$ cat src/besm_mmu_pkg.sv
`default_nettype none

package besm_mmu_pkg;

// -------------------------------------------------------------------------
// Widths
// -------------------------------------------------------------------------
localparam int AXIL_ADDR_W   = 13;          // Byte address on the bus
localparam int AXIL_DATA_W   = 32;
localparam int PAGE_CNT      = 1024;        // Pages in the map
localparam int PAGE_IDX_W    = 10;
localparam int PAGE_FRAME_W  = 20;          // Page map entry
localparam int MOD_GROUP_W   = 5;           // Modifier group number
localparam int MOD_NUM_W     = 5;           // Modifier within group
localparam int MOD_PRIV_BASE = 16;          // First modifier that needs MOD

// -------------------------------------------------------------------------
// Register map, byte offsets
// -------------------------------------------------------------------------
localparam logic [AXIL_ADDR_W-1:0] REG_MODGN  = 13'h000;   // Group number
localparam logic [AXIL_ADDR_W-1:0] REG_PHYSPG = 13'h004;   // Physical page
localparam logic [AXIL_ADDR_W-1:0] REG_PRIV   = 13'h008;   // Privilege flag
localparam logic [AXIL_ADDR_W-1:0] REG_FILL   = 13'h00C;   // Bit 0 busy / start
localparam logic [AXIL_ADDR_W-1:0] REG_ACCESS = 13'h010;   // {ro, inv, 0}
localparam logic [AXIL_ADDR_W-1:0] REG_REPRIO = 13'h014;   // Reprioritize bit
localparam logic [AXIL_ADDR_W-1:0] MOD_BASE   = 13'h100;   // 32 words, number in 6:2
localparam logic [AXIL_ADDR_W-1:0] MAP_BASE   = 13'h1000;  // 1024 words, page in 11:2

localparam logic [1:0] RESP_OKAY   = 2'b00;
localparam logic [1:0] RESP_SLVERR = 2'b10;

// Entry and address types
typedef logic [PAGE_IDX_W-1:0]            page_idx_t;
typedef logic [PAGE_FRAME_W-1:0]          page_frame_t;
typedef logic [31:0]                      mod_word_t;
typedef logic [MOD_GROUP_W+MOD_NUM_W-1:0] mod_addr_t;    // {group, number}

// Host side of the AXI4-Lite port
typedef struct packed {
    logic                     aw_valid;
    logic [AXIL_ADDR_W-1:0]   aw_addr;
    logic [2:0]               aw_prot;      // Not decoded
    logic                     w_valid;
    logic [AXIL_DATA_W-1:0]   w_data;
    logic [AXIL_DATA_W/8-1:0] w_strb;       // Full-word writes only
    logic                     b_ready;
    logic                     ar_valid;
    logic [AXIL_ADDR_W-1:0]   ar_addr;
    logic [2:0]               ar_prot;      // Not decoded
    logic                     r_ready;
} axil_m2s_t;

// Slave side of the AXI4-Lite port
typedef struct packed {
    logic                   aw_ready;
    logic                   w_ready;
    logic                   b_valid;
    logic [1:0]             b_resp;
    logic                   ar_ready;
    logic                   r_valid;
    logic [AXIL_DATA_W-1:0] r_data;
    logic [1:0]             r_resp;
} axil_s2m_t;

// Internal register request, valid for one cycle
typedef struct packed {
    logic                   valid;
    logic                   write;
    logic [AXIL_ADDR_W-1:0] addr;
    logic [AXIL_DATA_W-1:0] wdata;
} reg_req_t;

endpackage

`default_nettype wire

$ cat src/page_attr_mem.sv
`default_nettype none

module page_attr_mem import besm_mmu_pkg::*; (
    input  wire            clk,             // System clock
    input  wire            reset,           // Synchronous, active high
    input  wire page_idx_t i_page,          // Current physical page
    input  wire            i_access_we,     // Write ro/inv bits
    input  wire [1:0]      i_access_wdata,  // {ro, inv}
    input  wire            i_reprio_we,     // Write reprioritize bit
    input  wire            i_reprio_wdata,
    input  wire            i_fill_start,    // Start bulk fill from i_page
    output logic           o_fill_busy,
    output logic [2:0]     o_access,        // {ro, inv, 0}
    output logic           o_reprio
);

logic      inv_mem    [PAGE_CNT];           // Page invalid
logic      ro_mem     [PAGE_CNT];           // Page read-only
logic      reprio_mem [PAGE_CNT];           // Reprioritize request
page_idx_t fill_cnt;                        // Page being filled
logic      fill_busy;
logic      fill_last;                       // Filling page 1023

assign fill_last   = (fill_cnt == page_idx_t'(PAGE_CNT - 1));
assign o_fill_busy = fill_busy;

// -------------------------------------------------------------------------
// Fill engine, one page per cycle up to the top page
// -------------------------------------------------------------------------
always_ff @(posedge clk) begin
    if (reset) begin
        fill_busy <= 1'b0;
    end else if (fill_busy) begin
        if (fill_last)
            fill_busy <= 1'b0;              // Done after page 1023
    end else if (i_fill_start) begin
        fill_busy <= 1'b1;
    end
end

always_ff @(posedge clk) begin
    if (fill_busy)
        fill_cnt <= fill_cnt + 1'b1;
    else if (i_fill_start)
        fill_cnt <= i_page;                 // Start at current page
end

// -------------------------------------------------------------------------
// Bit arrays
// -------------------------------------------------------------------------
always_ff @(posedge clk) begin
    if (i_access_we) begin
        ro_mem[i_page]  <= i_access_wdata[1];
        inv_mem[i_page] <= i_access_wdata[0];
    end
    if (fill_busy)
        reprio_mem[fill_cnt] <= 1'b1;       // Fill wins over host
    else if (i_reprio_we)
        reprio_mem[i_page] <= i_reprio_wdata;
    o_access <= {ro_mem[i_page], inv_mem[i_page], 1'b0};
    o_reprio <= reprio_mem[i_page];
end

endmodule

`default_nettype wire

$ cat config.mk
export PLATFORM = sky130hd
export DESIGN_NAME = page_attr_mem
export DESIGN_NICKNAME = d
export VERILOG_FILES = /design/src/besm_mmu_pkg.sv /design/src/page_attr_mem.sv
export SDC_FILE = /design/constraint.sdc
export NUM_CORES = 2
export LEC_CHECK = 0
export BUFFER_PORTS_ARGS = -buffer_cell sky130_fd_sc_hd__buf_2
export CORE_MARGIN = 2
export CORE_UTILIZATION = 59
export DETAILED_ROUTE_END_ITERATION = 10
export PLACE_DENSITY_LB_ADDON = 0.2
export SLEW_MARGIN = 20
export SYNTH_ARGS = -nofsm -noshare
export SYNTH_HDL_FRONTEND = slang
export SYNTH_SLANG_ARGS = --single-unit
export TNS_END_PERCENT = 20
$ cat constraint.sdc
create_clock -name clk -period 38.4 [get_ports clk]
set_input_delay 5.76 -clock clk [delete_from_list [all_inputs] [get_ports clk]]
set_output_delay 5.76 -clock clk [all_outputs]
set_load 0.05 [all_outputs]
==> results.json <==
{
  "syn_area_per_cell_sq_um": 14.5,
  "syn_inst": 8845,
  "p_leak_nw": 45.8,
  "utilization_pct": 64.7,
  "port_buffers": 21,
  "synth-seq-cells": 3086,
  "synth.top_cells.by_count": "edfxtp_1 (3,082), nor2_1 (2,210), mux2i_1 (1,364)",
  "dp_slack_ns": 26.42,
  "met2_usage_pct": 52.3,
  "die_height_microns": 470,
  "startpoint_type": "input port",
  "path_depth": 11,
  "slew_viol_final": 0,
  "post_cts_buffers": 0,
  "grt_antenna_before_repair": 12,
  "cts_sinks": 3086,
  "slew_headroom_pct": 15.1,
  "use_met3_pct": 5.65,
  "post-dp-hpwl_microns": 185000,
  "yosys.cell_count.top_type": "edfxtp_1",
  "wl_per_cell_microns": 31.5,
  "netlist.area_leader.share_pct": 72.1,
  "ios": 23,
  "holdBufCountCts": 0,
  "cts.clk_slew.worst_paths_ns": 0.06,
  "ir_drop_v": 0.0000549,
  "wl_microns": 369000,
  "hold_depth": 1,
  "crit_type": "in -> reg",
  "crit_slowest_cell": "nor4_1",
  "grt_start_max_net_pins": 319,
  "drive_above_1_share_pct": 9.58,
  "cp_max_fo": 123,
  "setup_violations": 0,
  "critPathCaptureType": "flop",
  "hold_viol": 0,
  "placed_area_sq_mm": 0.130,
  "grt-ovfl-total": 0,
  "power.density_mw_per_mm2": 50.0,
  "cp_cell_sequence": "buf_12 -> buf_4 -> buf_4 -> buf_4 -> mux2i_1 -> o22ai_1 -> nor4_1 -> nand3_1 -> a32o_1 -> nor4_1 -> nand4_1",
  "h-tree-depth": 5,
  "drc": 0,
  "fin_ws_ns": 27.29,
  "clk_latency_ns": 0.95,
  "hp-class": "reg -> reg",
  "worstMarginPinSlew_ns": 1.26,
  "rr_worst_depth": 7,
  "ys_seq_area_share_pct": 72.2,
  "ys_async_sr_fraction_pct": 0,
  "drt-initial-drc-count": 11400,
  "max_freq_mhz": 90.0,
  "vias_per_cell": 6.67,
  "grt_first_pass_wirelength_microns": 521000,
  "nFillCells": 15400,
  "cp_num_buf_inv": 4,
  "design_area_sq_mm": 0.140,
  "cts-resized-gates": 0,
  "cp.required_ns": 39.17,
  "grt.total_usage_pct": 32.7,
  "grt_busiest_layer": "met2",
  "met1_usage_pct": 44.6,
  "start_util_pct": 59.2,
  "area_growth_pct": 9.21,
  "synth_flop_cell": "edfxtp_1",
  "skew_ns": 0.0661,
  "synth.largest_area_cell": "edfxtp_1",
  "crit_family": "buffers and inverters",
  "core-area_sq_mm": 0.217,
  "timing.final.crit_period_ns": 11.11,
  "clockRootBuffer": "clkbuf_16",
  "stdcell_count": 11700,
  "gp_congestion": 0.824,
  "layout.nets": 8624,
  "fin_crit_sh_pct": 28.9,
  "setup_tns_ns": 0,
  "grt_pass1_vias": 75000,
  "synth_cell_type_count": 63,
  "die-area_sq_mm": 0.221,
  "num_vias": 78100,
  "worstPathArrival_ns": 11.88,
  "ys_warn_count": 0,
  "die_x_microns": 470,
  "clk_path_buf_depth": 4,
  "outcome": "finished, final reports clean",
  "placed_cells": 11100,
  "slowest_delay_ns": 1.01,
  "syn-cell-area_sq_mm": 0.128,
  "rows": 171,
  "synth.net_count": 8864,
  "cts_tree": "done",
  "cap_violations": 0,
  "cts_buffers": 323,
  "path_common_cell": "buf_4",
  "synth.area.top_cells": "edfxtp_1 (72%), mux2i_1 (11%), nor2_1 (6.5%)",
  "antenna_left": 0,
  "firstDrtPassIters": 6,
  "synth_edf_count": 3082,
  "rsz0062_at_grt": "false"
}
## placed cells by master (no fill, tap or decap), drive strengths merged, types with 7 or more instances in the layout
master / count
a211oi: 23
a21oi: 19
a31oi: 17
and2: 12
and3: 7
buf: 180
bufinv: 21
clkbuf: 386
clkinv: 136
diode: 13
edfxtp: 3082
inv: 7
mux2: 14
mux2i: 1364
mux4: 94
nand2: 208
nand2b: 13
nand3: 51
nand4: 21
nor2: 2210
nor2b: 18
nor3: 45
nor4: 124
o211ai: 10
o21ai: 60
o22ai: 609
or4: 12
## cell families (layout without fill, tap and decap cells)
logic type      after synthesis  in the layout  synth area share, %
compound gates              776            776                 3.80
xor+xnor                      8              8               0.0546
fa+ha+maj                     1              1              0.00975
buf+inv                     747            734                 2.86
flops                      3086           3086                 72.2
mux                        1472           1472                 12.4
other cells                   1             14              0.00292
simple gates               2754           2754                 8.71
## layout make-up
cell class | instances | area, sq um | area share (%)
inverters | 2 | 7.51 | 0.00535
well taps | 2854 | 3570 | 2.55
multi-input cells | 5012 | 32600 | 23.3
flip-flops and latches | 3086 | 92600 | 66.1
clock buffers | 386 | 8450 | 6.02
diodes | 13 | 32.5 | 0.0232
repair buffers | 180 | 1590 | 1.13
clock inverters | 166 | 1320 | 0.942
## layer usage
metal  routed length, microns  part of all wire [%]
met1                   135000                    37
met2                   175000                    48
met3                    41100                    11
met4                    17400                   4.7
met5                       38                 0.010
## worst paths after layout
path,from,endpoint,slack [ns]
worst min-delay path,fill_cnt[9],o_fill_busy,0.65
worst max-delay path,i_page[0],o_access[1],27.29
worst min register to register,fill_cnt[9],o_fill_busy,0.65
worst max register to register,o_fill_busy,reprio_mem[514],34.18
## power by group
group | leakage, nW | internal (mW) | total (mW) | switching (mW)
Clock | 4.82 | 1.70 | 2.95 | 1.26
Combinational | 13.2 | 0.0927 | 0.346 | 0.253
Sequential | 27.8 | 3.71 | 3.72 | 0.00489
Total | 45.8 | 5.50 | 7.02 | 1.51
## sequential cells by signal (all words and copies together), names as in the netlist
| name | count |
|---|---|
| ro_mem | 1024 |
| o_reprio | 1 |
| o_fill_busy | 1 |
| inv_mem | 1024 |
| fill_cnt | 10 |
| o_access | 2 |
| reprio_mem | 1024 |
## metrics by stage
stage | power [mW] | hold slack (ns)
finish | 7.02 | 0.652
CTS | 7.02 | 0.644
global route | 7.16 | 0.689
global placement | 4.12 | 0.619
floorplan | 4.01 | 0.548
detailed placement | 4.12 | 0.635
No activity file was read; power rests on OpenSTA's default activity.
