[src/besm_mmu_pkg.sv]
`default_nettype none

package besm_mmu_pkg;

// -------------------------------------------------------------------------
// Widths
// -------------------------------------------------------------------------
localparam int AXIL_ADDR_W   = 13;          // Byte address on the bus
localparam int AXIL_DATA_W   = 32;
localparam int PAGE_CNT      = 1024;        // Pages in the map
localparam int PAGE_IDX_W    = 10;
localparam int PAGE_FRAME_W  = 20;          // Page map entry
localparam int MOD_GROUP_W   = 5;           // Modifier group number
localparam int MOD_NUM_W     = 5;           // Modifier within group
localparam int MOD_PRIV_BASE = 16;          // First modifier that needs MOD

// -------------------------------------------------------------------------
// Register map, byte offsets
// -------------------------------------------------------------------------
localparam logic [AXIL_ADDR_W-1:0] REG_MODGN  = 13'h000;   // Group number
localparam logic [AXIL_ADDR_W-1:0] REG_PHYSPG = 13'h004;   // Physical page
localparam logic [AXIL_ADDR_W-1:0] REG_PRIV   = 13'h008;   // Privilege flag
localparam logic [AXIL_ADDR_W-1:0] REG_FILL   = 13'h00C;   // Bit 0 busy / start
localparam logic [AXIL_ADDR_W-1:0] REG_ACCESS = 13'h010;   // {ro, inv, 0}
localparam logic [AXIL_ADDR_W-1:0] REG_REPRIO = 13'h014;   // Reprioritize bit
localparam logic [AXIL_ADDR_W-1:0] MOD_BASE   = 13'h100;   // 32 words, number in 6:2
localparam logic [AXIL_ADDR_W-1:0] MAP_BASE   = 13'h1000;  // 1024 words, page in 11:2

localparam logic [1:0] RESP_OKAY   = 2'b00;
localparam logic [1:0] RESP_SLVERR = 2'b10;

// Entry and address types
typedef logic [PAGE_IDX_W-1:0]            page_idx_t;
typedef logic [PAGE_FRAME_W-1:0]          page_frame_t;
typedef logic [31:0]                      mod_word_t;
typedef logic [MOD_GROUP_W+MOD_NUM_W-1:0] mod_addr_t;    // {group, number}

// Host side of the AXI4-Lite port
typedef struct packed {
    logic                     aw_valid;
    logic [AXIL_ADDR_W-1:0]   aw_addr;
    logic [2:0]               aw_prot;      // Not decoded
    logic                     w_valid;
    logic [AXIL_DATA_W-1:0]   w_data;
    logic [AXIL_DATA_W/8-1:0] w_strb;       // Full-word writes only
    logic                     b_ready;
    logic                     ar_valid;
    logic [AXIL_ADDR_W-1:0]   ar_addr;
    logic [2:0]               ar_prot;      // Not decoded
    logic                     r_ready;
} axil_m2s_t;

// Slave side of the AXI4-Lite port
typedef struct packed {
    logic                   aw_ready;
    logic                   w_ready;
    logic                   b_valid;
    logic [1:0]             b_resp;
    logic                   ar_ready;
    logic                   r_valid;
    logic [AXIL_DATA_W-1:0] r_data;
    logic [1:0]             r_resp;
} axil_s2m_t;

// Internal register request, valid for one cycle
typedef struct packed {
    logic                   valid;
    logic                   write;
    logic [AXIL_ADDR_W-1:0] addr;
    logic [AXIL_DATA_W-1:0] wdata;
} reg_req_t;

endpackage

`default_nettype wire

[src/axil_slave.sv]
`default_nettype none

module axil_slave import besm_mmu_pkg::*; (
    input  wire                   clk,      // System clock
    input  wire                   reset,    // Synchronous, active high
    input  wire axil_m2s_t        i_axil,   // From host
    output axil_s2m_t             o_axil,   // To host
    output reg_req_t              o_req,    // One-cycle register request
    input  wire [AXIL_DATA_W-1:0] i_rdata,  // Read data one cycle after request
    input  wire [1:0]             i_resp    // Response code from decode
);

typedef enum logic [2:0] {
    ST_START,                               // Quiet cycle after reset
    ST_IDLE,                                // Collecting AW/W or AR
    ST_REQ,                                 // Request on o_req
    ST_WAIT,                                // Read data on the way
    ST_RESP                                 // B or R held until accepted
} state_t;

state_t                 state;
logic                   aw_pend;            // Write address captured
logic                   w_pend;             // Write data captured
logic                   aw_hs, w_hs, ar_hs; // Channel handshakes
logic                   resp_hs;            // B or R taken by host
logic                   wr_done;            // Both halves of a write in
logic                   idle;
logic                   wr_q;               // Current transaction is a write
logic [AXIL_ADDR_W-1:0] addr_q;
logic [AXIL_DATA_W-1:0] wdata_q;
logic [AXIL_DATA_W-1:0] rdata_q;
logic [1:0]             resp_q;

assign idle = (state == ST_IDLE);

// Ready only while idle, and AR loses to any write activity
always_comb begin
    o_axil          = '0;
    o_axil.aw_ready = idle & ~aw_pend;
    o_axil.w_ready  = idle & ~w_pend;
    o_axil.ar_ready = idle & ~aw_pend & ~w_pend & ~i_axil.aw_valid & ~i_axil.w_valid;
    o_axil.b_valid  = (state == ST_RESP) & wr_q;
    o_axil.b_resp   = resp_q;
    o_axil.r_valid  = (state == ST_RESP) & ~wr_q;
    o_axil.r_data   = rdata_q;
    o_axil.r_resp   = resp_q;
end

assign aw_hs   = i_axil.aw_valid & o_axil.aw_ready;
assign w_hs    = i_axil.w_valid & o_axil.w_ready;
assign ar_hs   = i_axil.ar_valid & o_axil.ar_ready;
assign wr_done = (aw_pend | aw_hs) & (w_pend | w_hs);
assign resp_hs = (o_axil.b_valid & i_axil.b_ready) | (o_axil.r_valid & i_axil.r_ready);

assign o_req = '{valid: (state == ST_REQ), write: wr_q, addr: addr_q, wdata: wdata_q};

// -------------------------------------------------------------------------
// Transaction sequencing
// -------------------------------------------------------------------------
always_ff @(posedge clk) begin
    if (reset) begin
        state   <= ST_START;
        aw_pend <= 1'b0;
        w_pend  <= 1'b0;
    end else begin
        case (state)
            ST_START: state <= ST_IDLE;
            ST_IDLE: begin
                if (wr_done) begin          // Write complete
                    state   <= ST_REQ;
                    aw_pend <= 1'b0;
                    w_pend  <= 1'b0;
                end else begin
                    aw_pend <= aw_pend | aw_hs;
                    w_pend  <= w_pend | w_hs;
                    if (ar_hs)
                        state <= ST_REQ;
                end
            end
            ST_REQ:  state <= wr_q ? ST_RESP : ST_WAIT;
            ST_WAIT: state <= ST_RESP;
            ST_RESP: begin
                if (resp_hs)
                    state <= ST_IDLE;
            end
            default: state <= ST_IDLE;
        endcase
    end
end

// Captured address, data and response
always_ff @(posedge clk) begin
    if (aw_hs)
        addr_q <= i_axil.aw_addr;
    else if (ar_hs)
        addr_q <= i_axil.ar_addr;
    if (w_hs)
        wdata_q <= i_axil.w_data;
    if (idle)
        wr_q <= wr_done;                    // Kind fixed on leaving idle
    if (state == ST_REQ || state == ST_WAIT) begin
        rdata_q <= i_rdata;                 // Last capture wins for reads
        resp_q  <= i_resp;
    end
end

endmodule

`default_nettype wire

[config.mk]
export PLATFORM = sky130hd
export DESIGN_NAME = axil_slave
export DESIGN_NICKNAME = d
export VERILOG_FILES = /design/src/besm_mmu_pkg.sv /design/src/axil_slave.sv
export SDC_FILE = /design/constraint.sdc
export NUM_CORES = 1
export LEC_CHECK = 0
export ABC_AREA = 0
export BUFFER_PORTS_ARGS = -buffer_cell sky130_fd_sc_hd__buf_2
export CAP_MARGIN = 30
export CORE_ASPECT_RATIO = 2
export CORE_MARGIN = 4
export CORE_UTILIZATION = 37
export CTS_BUF_LIST = sky130_fd_sc_hd__clkbuf_16
export DETAILED_ROUTE_END_ITERATION = 6
export PLACE_DENSITY = 0.79
export SYNTH_ARGS = -nofsm -noshare
export SYNTH_HDL_FRONTEND = slang
export SYNTH_SLANG_ARGS = --single-unit
[constraint.sdc]
create_clock -name clk -period 2.4 [get_ports clk]
set_input_delay 0.24 -clock clk [delete_from_list [all_inputs] [get_ports clk]]
set_output_delay 0.24 -clock clk [all_outputs]
set_load 0.01 [all_outputs]
==> results of run 1 <==
registers in the layout (all words and copies together), names as in the netlist:
register / count
wr_q: 1
state: 3
aw_pend: 1
w_pend: 1
addr_q: 13
wdata_q: 32
rdata_q: 32
resp_q: 2
stage by stage:
stage / hold WS [ns] / util / area [sq um] / setup slack [ns] / std cells
after CTS: 0.0725 / 0.556 / 4290 / 0.447 / 434
final: 0.0870 / 0.556 / 4290 / 0.457 / 434
after detailed placement: 0.418 / 0.518 / 4000 / 0.453 / 418
after floorplan: 0.318 / - / 2960 / 0.0879 / 140
after global routing: 0.0717 / 0.556 / 4290 / 0.339 / 434
after global placement: 0.417 / 0.518 / 4000 / 0.514 / 418
cell usage after synthesis (all sizes together):
cell type   n
nor3        1
dfxtp       5
buf         5
nor4        2
clkinv      1
o22a        1
o311a       1
a211oi      2
and3        1
nor2       10
mux2       13
edfxtp     80
and2        2
a21oi       4
nand3       1
or3b        1
nor2b       1
and2b       1
inv         1
nand2       1
nand3b      1
o21ai       3
mux2i       2
layout make-up:
| class | instances | share of cell area |
|---|---|---|
| multi-input cells | 48 | 0.0957 |
| clock inverters | 7 | 0.0158 |
| inverters | 2 | 0.00292 |
| flip-flops and latches | 85 | 0.583 |
| well taps | 94 | 0.0274 |
| repair buffers | 189 | 0.222 |
| clock buffers | 9 | 0.0525 |
worst max-delay path: cells and delay by family (launching register included):
kind / cells / cell delay (ns)
DFF: 1 / 0.42
and+or+nand+nor: 3 / 0.80
buffers and inverters: 1 / 0.35
how the worst min path moves through the flow:
stage / startpoint / end / slack [ns]
finish: i_rdata[21] / rdata_q[21] / 0.09
global route: i_axil[40] / wdata_q[17] / 0.07
CTS: i_rdata[21] / rdata_q[21] / 0.07
detailed placement: i_rdata[13] / rdata_q[13] / 0.42
global placement: i_rdata[11] / rdata_q[11] / 0.42
floorplan: reset / state[2] / 0.32
routing by layer:
layer | share of wire | wire length, microns | track usage | vias to the layer above
met5 | 0 | 0 | 0 | -
met4 | 0.032 | 225 | 0.0858 | 0
met3 | 0.14 | 972 | 0.0638 | 17
met2 | 0.51 | 3520 | 0.242 | 142
met1 | 0.32 | 2230 | 0.138 | 878
li1 | - | - | - | 930
power by group through the flow:
stage	combinational [W]	sequential (W)	clock (W)
after floorplan	0.000192	0.00193	0
after global placement	0.000479	0.00186	0
after detailed placement	0.000492	0.00187	0
after CTS	0.000493	0.00184	0.00137
after global routing	0.000523	0.00185	0.00142
final	0.000482	0.00184	0.00132
kinds of logic after synthesis:
| family | synth area share |
|---|---|
| buffers and inverters | 0.0195 |
| multiplexers | 0.0689 |
| AO/OA/AOI/OAI | 0.0233 |
| flip-flops | 0.846 |
| AND/OR/NAND/NOR | 0.0423 |
==> summary.txt, run 1 <==
================================================================================
Result of the run                                                   complete, no violations
Total number of vias                                                       1,967
Final routed DRC violation total                                               0
Antenna Diode Count                                                            0
Arrival time reported for the critical path endpoint                     1.92 ns
Number of buffers added to fix hold violations after cts                       0
Area of the core                                                    0.00771 sq mm
Distinct cells, synth                                                         25
Kind of end point of the critical path                                      flop
I/O Pins                                                                     197
Vias per cell                                                               4.53
Final Net Count                                                              444
Area growth, synth to finish                                               45.0%
Grt total ovfl                                                                 0
# rows                                                                        45
Switching power as a share of total power                                  0.229
Number of post-CTS setup repair buffers                                        0
Final Cycle Share                                                          0.809
Critical Path Sink                                                    wdata_q[4]
WL per Instance                                                     16.0 microns
Most common cell after layout, fill and taps aside                  sky130_fd_sc_hd__buf_2
Required time of the worst setup path                                    2.38 ns
Endpoint of the worst-slack reg-to-reg timing path                    wdata_q[4]
Critical path origin                                                    state[0]
Number of cells traversed by the worst register-to-register path               4
Leak Pwr                                                                 1.89 nW
Cells on Worst Hold Path                                                       1
Origin of the critical flop-to-flop path                                state[0]
Detailed placement HPWL                                                  5.65 mm
Cell area after synthesis                                           0.00296 sq mm
First-pass iteration count of the detailed router                              4
Post-Synthesis Cells                                                         140
Power share of the clock group                                             0.363
Critical path type                                                  flop to flop
Seq/Total Area, Yosys                                                      0.846
Horizontal die dimension                                            71.2 microns
FF+latch area                                                       0.00250 sq mm
Syn Nets                                                                     249
Total area of multi-input combinational cells                          410 sq um
Number of CTS-inserted buffers                                                 9
Number of violations of the max-capacitance limit                              0
Number of global-route vias before repair                                  1,951
Total power consumption of the routed design                           0.00364 W
ANT nets after route                                                           0
Area share of the leading cell type in the synthesized netlist             0.812
Number of fill cells in the layout                                           651
Vert. Die Dim                                                        134 microns
Slew at the pin closest to its max-slew limit                           0.404 ns
DR iter-0 viols                                                              143
Headroom to the max-slew limit                                             0.729
Commonest cells after routing, fill and taps aside                  sky130_fd_sc_hd__buf_2 (186), sky130_fd_sc_hd__edfxtp_1 (80), sky130_fd_sc_hd__mux2_4 (10), sky130_fd_sc_hd__nor2_1 (10), sky130_fd_sc_hd__clkbuf_16 (9)
Total power per unit cell area                                       849 mW/mm^2
Library cell with the largest summed area after synthesis           sky130_fd_sc_hd__edfxtp_1
Sequential fraction of design power                                        0.505
Worst min-delay path category                                       input port to flop
Highest net fanout along the worst path                                       32
Maximum number of pins on one net before global-route repair                  33
Bufs on Longest Clock Path                                                     2
Total global routing track utilization                                     0.142
Setup repair after global routing missed its margin                        false
CP startpoint kind                                                          flop
Worst Skew                                                            0.00412 ns
# resized after CTS                                                            0
Timing-limited maximum frequency                                       0.515 GHz
CTS clk-pin slew, worst paths                                            0.06 ns
Total clock sinks                                                             85
Design internal power                                                  0.00281 W
Synth Register Bits                                                           85
Total length of routed wires                                             6.95 mm
Count of endpoints failing hold in the final timing report                     0
Post-synthesis area per instance                                      21.1 sq um
Clock tree from TritonCTS                                                    yes
Minimum clock period after layout                                        1.94 ns
Antenna violations before repair                                               0
Max H-tree Level                                                               3
Clock root cell                                                     sky130_fd_sc_hd__clkbuf_16
Count of warnings emitted by yosys                                             0
Slowest stage cell on the critical path                             sky130_fd_sc_hd__or3b_1
Crit path cell chain                                                or3b_1, nor2_1, and2_1, buf_4
Final max-slew violation count                                                 0
Global-route wire length before repair                                   10.0 mm
Starting utilization of the core area                                      0.383
Number of endpoints failing setup at the final stage                           0
Max incr delay on CP                                                     0.52 ns
Power spent charging and discharging nets                             0.000835 W
Routability congestion estimate                                            0.752
Combinational group share of total power                                   0.132
Highest ir drop seen on vdd                                               363 uV
# port buffers                                                               186
Clk Latency, worst-skew pair                                             0.32 ns
Accumulated negative setup slack                                            0 ns
Fraction of final layout cells with drive strength greater than 1          0.647
Setup slack, reg-to-reg                                                  0.46 ns
Full die area                                                       0.00958 sq mm
Cell types occupying the most area after synthesis                  sky130_fd_sc_hd__edfxtp_1 (81%), sky130_fd_sc_hd__mux2_4 (5.1%), sky130_fd_sc_hd__dfxtp_1 (3.4%)
================================================================================
Note: power is estimated with default switching activity, not from simulation.
==> run 2: changes to the inputs <==
Clock period 2.4 ns to 1.6 ns, I/O delays scaled along.
==> run 2 against run 1 <==
  * The flow now finishes with violations (negative setup slack)
  * Sequential cell count did not move
  * Die area is the same
  * Combinational power rose by 99%
  * Register-to-register slack lost 0.52 ns
  * Non-clock buffer count increased by 43
  * Total power grew 62%
  * Sequential share of layout area fell by 6.4 points
  * Via count rose by 8.1%
  * Core utilization increased by 6.9 points
  * Clock skew is essentially flat
  * Largest power group unchanged
==> summary.txt, run 2 (synthesized netlist as in run 1, its figures left out) <==
================================================================================
Result of the run                                                   complete, but fails checks   was complete, no violations
Violations in the final reports                                     negative setup slack
Detailed-route wire length on metal 1                                    2.62 mm   was 2.23 mm
Final max-slew violation count                                                 0   unchanged
Cell class contributing the biggest share of worst-path delay       simple AND/OR/NAND/NOR gates   unchanged
Critical path type                                                  flop to output port   was flop to flop
Count of endpoints failing hold in the final timing report                     0   unchanged
Vias per cell                                                               4.45   was 4.53
Number of endpoints failing setup at the final stage                          56   was 0
Count of buffer and inverter cells on the critical path                        3   was 1
Detailed placement HPWL                                                  5.81 mm   was 5.65 mm
# port buffers                                                               186   unchanged
Registers with the most flip-flops                                  rdata_q: 32 flops, wdata_q: 32 flops, addr_q: 13 flops   unchanged
Clock root cell                                                     sky130_fd_sc_hd__clkbuf_16   unchanged
Horizontal die dimension                                            71.2 microns   unchanged
ANT nets after route                                                           0   unchanged
Max incr delay on CP                                                     0.42 ns   was 0.52 ns
Worst Skew                                                            0.00434 ns   was 0.00412 ns
Grt total ovfl                                                                 0   unchanged
Maximum number of pins on one net before global-route repair                  35   was 33
Highest ir drop seen on vdd                                               665 uV   was 363 uV
End-of-flow core utilization                                               0.625   was 0.556
Number of violations of the max-capacitance limit                              0   unchanged
Clock tree from TritonCTS                                                    yes   unchanged
Setup slack, reg-to-reg                                                 -0.06 ns   was 0.46 ns
Commonest cells after routing, fill and taps aside                  sky130_fd_sc_hd__buf_2 (184), sky130_fd_sc_hd__edfxtp_1 (80), sky130_fd_sc_hd__dlygate4sd3_1 (32)   was sky130_fd_sc_hd__buf_2 (186), sky130_fd_sc_hd__edfxtp_1 (80), sky130_fd_sc_hd__mux2_4 (10), sky130_fd_sc_hd__nor2_1 (10), sky130_fd_sc_hd__clkbuf_16 (9)
Cells after DPL                                                              426   was 418
Area growth, synth to finish                                               63.1%   was 45.0%
Hold path startpoint                                                  i_axil[50]   was i_rdata[21]
Most common cell after layout, fill and taps aside                  sky130_fd_sc_hd__buf_2   unchanged
Endpoint of the worst-slack reg-to-reg timing path                   wdata_q[16]   was wdata_q[4]
Total global routing track utilization                                     0.163   was 0.142
Max H-tree Level                                                               3   unchanged
Accumulated negative setup slack                                        -2.16 ns   was 0 ns
CTS clk-pin slew, worst paths                                            0.06 ns   about the same
Global-route wire length before repair                                   11.5 mm   was 10.0 mm
Setup repair after global routing missed its margin                         true   was false
Hold EP                                                              wdata_q[27]   was rdata_q[21]
Slowest stage cell on the critical path                             sky130_fd_sc_hd__or3b_4   was sky130_fd_sc_hd__or3b_1
Minimum clock period after layout                                        1.68 ns
Timing-limited maximum frequency                                       0.595 GHz
Final cell count without fillers                                             478   was 434
DR WL met3                                                           766 microns   was 972 microns
Total clock sinks                                                             85   unchanged
Total length of routed wires                                             7.84 mm   was 6.95 mm
Min Hold Slack                                                         0.0107 ns   was 0.0870 ns
I/O Pins                                                                     197   unchanged
Vert. Die Dim                                                        134 microns   unchanged
Full die area                                                       0.00958 sq mm   unchanged
Starting utilization of the core area                                      0.383   unchanged
Slew at the pin closest to its max-slew limit                           0.396 ns   was 0.404 ns
Final Cycle Share                                                           1.05
Clk Latency, worst-skew pair                                             0.33 ns   was 0.32 ns
WL per Instance                                                     16.4 microns   was 16.0 microns
CP startpoint kind                                                          flop   unchanged
DR iter-0 viols                                                               85   was 143
Origin of the critical flop-to-flop path                                state[2]   was state[0]
Amount of wire on met2 after detailed routing                            4.33 mm   was 3.52 mm
Total number of vias                                                       2,127   was 1,967
Final worst setup slack                                               -0.0796 ns   was 0.457 ns
Area of the core                                                    0.00771 sq mm   unchanged
Headroom to the max-slew limit                                             0.734   was 0.729
Antenna violations before repair                                               0   unchanged
Arrival time reported for the critical path endpoint                     1.52 ns   was 1.92 ns
Bufs on Longest Clock Path                                                     2   unchanged
Leak Pwr                                                                 2.11 nW   was 1.89 nW
Total power per unit cell area                                      1220 mW/mm^2   was 849 mW/mm^2
Worst min-delay path category                                       input port to flop   unchanged
Cells on Worst Hold Path                                                       1   unchanged
Uppermost metal layer occupied by signal nets                               met4   unchanged
Number of cells traversed by the worst register-to-register path               5   was 4
Highest net fanout along the worst path                                        4   was 32
Crit path cell chain                                                or3b_4, buf_6, buf_6, nor2_2, buf_2   was or3b_1, nor2_1, and2_1, buf_4
First-pass iteration count of the detailed router                              4   unchanged
# rows                                                                        45   unchanged
Number of global-route vias before repair                                  2,254   was 1,951
Fraction of final layout cells with drive strength greater than 1          0.629   was 0.647
Required time of the worst setup path                                    1.44 ns   was 2.38 ns
Kind of end point of the critical path                               output port   was flop
Number of CTS-inserted buffers                                                 9   unchanged
CP most frequent cell                                               sky130_fd_sc_hd__buf_6
Routability congestion estimate                                            0.733   was 0.752
Final routed DRC violation total                                               0   unchanged
Final Net Count                                                              487   was 444
================================================================================
[run 2: changes by cell type in the layout (fill, tap and decap cells not counted), sizes merged]
cell	delta
dlygate4sd3	+32
buf	+11
clkinv	-2
bufinv	+1
diode	+1
inv	+1
[run 2: metrics by stage]
stage	setup WS, ns	cell area, sq um	power, W
2_1_floorplan	-0.0985	2990	0.00321
3_3_place_gp	-0.0652	4110	0.00361
3_5_place_dp	-0.0740	4110	0.00364
4_1_cts	-0.0984	4770	0.00596
5_1_grt	-0.120	4820	0.00615
6_report	-0.0796	4820	0.00591
[run 2: worst register-to-register path, stage by stage, from the launching register on]
cell and delay [ns]:
sky130_fd_sc_hd__dfxtp_2 0.32, sky130_fd_sc_hd__or3b_4 0.42, sky130_fd_sc_hd__buf_6 0.15, sky130_fd_sc_hd__nor2_4 0.11, sky130_fd_sc_hd__and2_4 0.20, sky130_fd_sc_hd__buf_12 0.17
[run 2: repair_timing]
item | in CTS | in global routing
setup endpoints to repair | 48 | 50
pin swaps | 1 | 0
buffers inserted | 2 | 1
endpoints found under the hold margin | 28 | 4
hold buffers | 28 | 4
gates resized for setup | 10 | 1
[run 2: worst max-delay path by stage]
| stage | start | end | cells after the start |
|---|---|---|---|
| after floorplan | state[1] | addr_q[0] | 6 |
| after global placement | state[1] | wdata_q[14] | 5 |
| after detailed placement | state[1] | wdata_q[14] | 5 |
| after CTS | state[2] | o_axil[40] | 5 |
| after global routing | state[0] | o_axil[40] | 5 |
| final | state[2] | o_axil[40] | 5 |
[run 2: where the power goes]
| group | internal [W] | switching [W] | total [W] |
|---|---|---|---|
| clock network | 0.00137 | 0.000820 | 0.00219 |
| logic | 0.000495 | 0.000464 | 0.000959 |
| registers | 0.00269 | 0.0000670 | 0.00276 |
[run 2: routing by layer]
layer  vias up  GRT usage
met2       134      0.296
li1       1020          -
met3        10     0.0540
met1       963      0.166
met4         0     0.0701
met5         -          0
[run 2: final cells by class]
type	count	area [sq um]
multi-input cells	48	437
flip-flops and latches	85	2510
inverters	2	12.5
fillers	577	2890
clock buffers	9	225
diodes	1	2.50
well taps	94	118
clock inverters	7	97.6
repair buffers	232	1430
==> run 3: changes to the inputs <==
Settings changed: TNS_END_PERCENT set to 30.
==> run 3 against run 2 <==
  * Sequential power about the same
  * Core utilization is 2.8 points higher
  * Critical path depth is 1 lower
  * Largest cell class unchanged
  * The run still ends with negative setup slack left
  * Via count grew 7.4%
  * Cell count grew 4.8%
  * Combinational power is 2% higher
  * First-iteration DRC count shrank 45%
  * Sequential share of layout area fell by 2.2 points
  * Total power is 3.1% higher
  * Maximum frequency is 2.6% higher
  * Clock skew increased by 0.0030 ns
==> summary.txt, run 3 (synthesized netlist as in run 1, its figures left out) <==
================================================================================
Final Net Count                                                              510   was 487
Slew at the pin closest to its max-slew limit                           0.393 ns   was 0.396 ns
Total length of routed wires                                             8.24 mm   was 7.84 mm
Cells on Worst Hold Path                                                       1   unchanged
Number of cells traversed by the worst register-to-register path               4   was 5
Grt total ovfl                                                                 0   unchanged
Violations in the final reports                                     negative setup slack   unchanged
Commonest cells after routing, fill and taps aside                  sky130_fd_sc_hd__buf_2 (185), sky130_fd_sc_hd__edfxtp_1 (80), sky130_fd_sc_hd__dlygate4sd3_1 (52)   was sky130_fd_sc_hd__buf_2 (184), sky130_fd_sc_hd__edfxtp_1 (80), sky130_fd_sc_hd__dlygate4sd3_1 (32)
Setup slack, reg-to-reg                                                 -0.04 ns   was -0.06 ns
WL per Instance                                                     16.4 microns   about the same
Global-route wire length before repair                                   11.7 mm   was 11.5 mm
I/O Pins                                                                     197   unchanged
Final worst setup slack                                               -0.0369 ns   was -0.0796 ns
Timing-limited maximum frequency                                       0.611 GHz   was 0.595 GHz
Area of the core                                                    0.00771 sq mm   unchanged
Routability congestion estimate                                            0.766   was 0.733
Result of the run                                                   complete, but fails checks   unchanged
Cells after DPL                                                              428   was 426
# rows                                                                        45   unchanged
FF+latch area                                                       0.00250 sq mm   was 0.00251 sq mm
Most common cell after layout, fill and taps aside                  sky130_fd_sc_hd__buf_2   unchanged
Endpoint of the worst-slack reg-to-reg timing path                    addr_q[10]   was wdata_q[16]
Number of global-route vias before repair                                  2,378   was 2,254
DR iter-0 viols                                                               47   was 85
Vias per cell                                                               4.56   was 4.45
Detailed placement HPWL                                                  5.86 mm   was 5.81 mm
Required time of the worst setup path                                    1.68 ns   was 1.44 ns
Clock tree from TritonCTS                                                    yes   unchanged
CTS clk-pin slew, worst paths                                            0.06 ns   about the same
Origin of the critical flop-to-flop path                                state[0]   was state[2]
Setup repair after global routing missed its margin                         true   unchanged
Area growth, synth to finish                                               70.3%   was 63.1%
Total global routing track utilization                                     0.164   was 0.163
Max H-tree Level                                                               3   unchanged
Critical path type                                                  flop to flop   was flop to output port
Total area of multi-input combinational cells                          438 sq um   was 437 sq um
Crit path cell chain                                                or3b_4, clkinv_4, nand3b_2, mux2_4   was or3b_4, buf_6, buf_6, nor2_2, buf_2
Horizontal die dimension                                            71.2 microns   unchanged
Headroom to the max-slew limit                                             0.736   was 0.734
Number of endpoints failing setup at the final stage                           8   was 56
Highest ir drop seen on vdd                                               668 uV   was 665 uV
Highest net fanout along the worst path                                        6   was 4
Antenna violations before repair                                               0   unchanged
Number of fill cells in the layout                                           540   was 577
Final max-slew violation count                                                 0   unchanged
Clk Latency, worst-skew pair                                             0.33 ns   about the same
Total clock sinks                                                             85   unchanged
Maximum number of pins on one net before global-route repair                  26   was 35
Bufs on Longest Clock Path                                                     2   unchanged
Arrival time reported for the critical path endpoint                     1.71 ns   was 1.52 ns
First-pass iteration count of the detailed router                              4   unchanged
Fraction of final layout cells with drive strength greater than 1          0.596   was 0.629
Minimum clock period after layout                                        1.64 ns   was 1.68 ns
Number of CTS-inserted buffers                                                 9   unchanged
Starting utilization of the core area                                      0.383   unchanged
# port buffers                                                               186   unchanged
Pre-CTS WS                                                             -0.113 ns   was -0.0740 ns
Number of violations of the max-capacitance limit                              0   unchanged
Total power consumption of the routed design                           0.00609 W   was 0.00591 W
Final cell count without fillers                                             501   was 478
Leak Pwr                                                                 2.22 nW   was 2.11 nW
Hold EP                                                              wdata_q[26]   was wdata_q[27]
Final routed DRC violation total                                               0   unchanged
Registers with the most flip-flops                                  rdata_q: 32 flops, wdata_q: 32 flops, addr_q: 13 flops   unchanged
Final Cycle Share                                                           1.02   was 1.05
Vert. Die Dim                                                        134 microns   unchanged
Total number of vias                                                       2,285   was 2,127
Kind of end point of the critical path                                      flop   was output port
Full die area                                                       0.00958 sq mm   unchanged
Hold path startpoint                                                  i_axil[49]   was i_axil[50]
Clock root cell                                                     sky130_fd_sc_hd__clkbuf_16   unchanged
Total power per unit cell area                                      1210 mW/mm^2   was 1220 mW/mm^2
Worst min-delay path category                                       input port to flop   unchanged
Max incr delay on CP                                                     0.41 ns   was 0.42 ns
Worst Skew                                                            0.00737 ns   was 0.00434 ns
ANT nets after route                                                           0   unchanged
Slowest stage cell on the critical path                             sky130_fd_sc_hd__or3b_4   unchanged
Count of endpoints failing hold in the final timing report                     0   unchanged
CP startpoint kind                                                          flop   unchanged
================================================================================
run 3: worst max-delay path by stage:
| stage | start | endpoint | depth (start not counted) |
|---|---|---|---|
| finish | state[0] | addr_q[10] | 4 |
| global route | state[0] | o_axil[35] | 5 |
| CTS | state[0] | addr_q[11] | 4 |
| detailed placement | state[0] | addr_q[11] | 4 |
| global placement | state[0] | addr_q[11] | 4 |
| floorplan | state[2] | addr_q[0] | 3 |
run 3: cell type report:
class / count / area share
Tap cell: 94 / 0.0233
Clock buffer: 9 / 0.0447
Multi-Input combinational cell: 49 / 0.0869
Antenna cell: 1 / 0.000497
Clock inverter: 7 / 0.0238
Sequential cell: 85 / 0.497
Timing Repair Buffer: 254 / 0.321
Inverter: 2 / 0.00248
run 3: stage by stage:
step | hold slack (ns) | utilization | TNS, ns | area, sq um
final | 0.0198 | 0.653 | -0.197 | 5040
after CTS | 0.000581 | 0.646 | -0.655 | 4980
after detailed placement | 0.338 | 0.531 | -2.03 | 4100
after global placement | 0.336 | 0.531 | -0.944 | 4100
after floorplan | 0.238 | - | -11.60 | 2970
after global routing | 0.00349 | 0.653 | -0.992 | 5040
run 3: power breakdown:
group	total (W)	leakage [nW]	internal (W)	switching (W)
Sequential	0.00276	0.778	0.00269	0.0000722
Clock	0.00235	0.168	0.00154	0.000815
Combinational	0.000978	1.27	0.000511	0.000467
run 3: timing repair:
item,4_1_cts,5_1_grt
hold endpoints to repair,52,0
cloned,0,1
hold buffers,52,0
resized for setup,3,8
pin swaps,0,0
setup buffers,1,2
setup endpoints to repair,46,29
run 3: worst max-delay path: cells and delay by family (launching register included):
family,cells,cell delay (ns)
buffers and inverters,1,0.09
flip-flops,1,0.34
multiplexers,1,0.35
AND/OR/NAND/NOR,2,0.61
run 3: metal layers:
metal	vias to the layer above	share of wire	global-route usage	wire (microns)
li1	1068	-	-	-
met2	155	0.55	0.298	4490
met1	1045	0.33	0.157	2680
met5	-	0	0	0
met3	17	0.11	0.0600	875
met4	0	0.023	0.0785	189
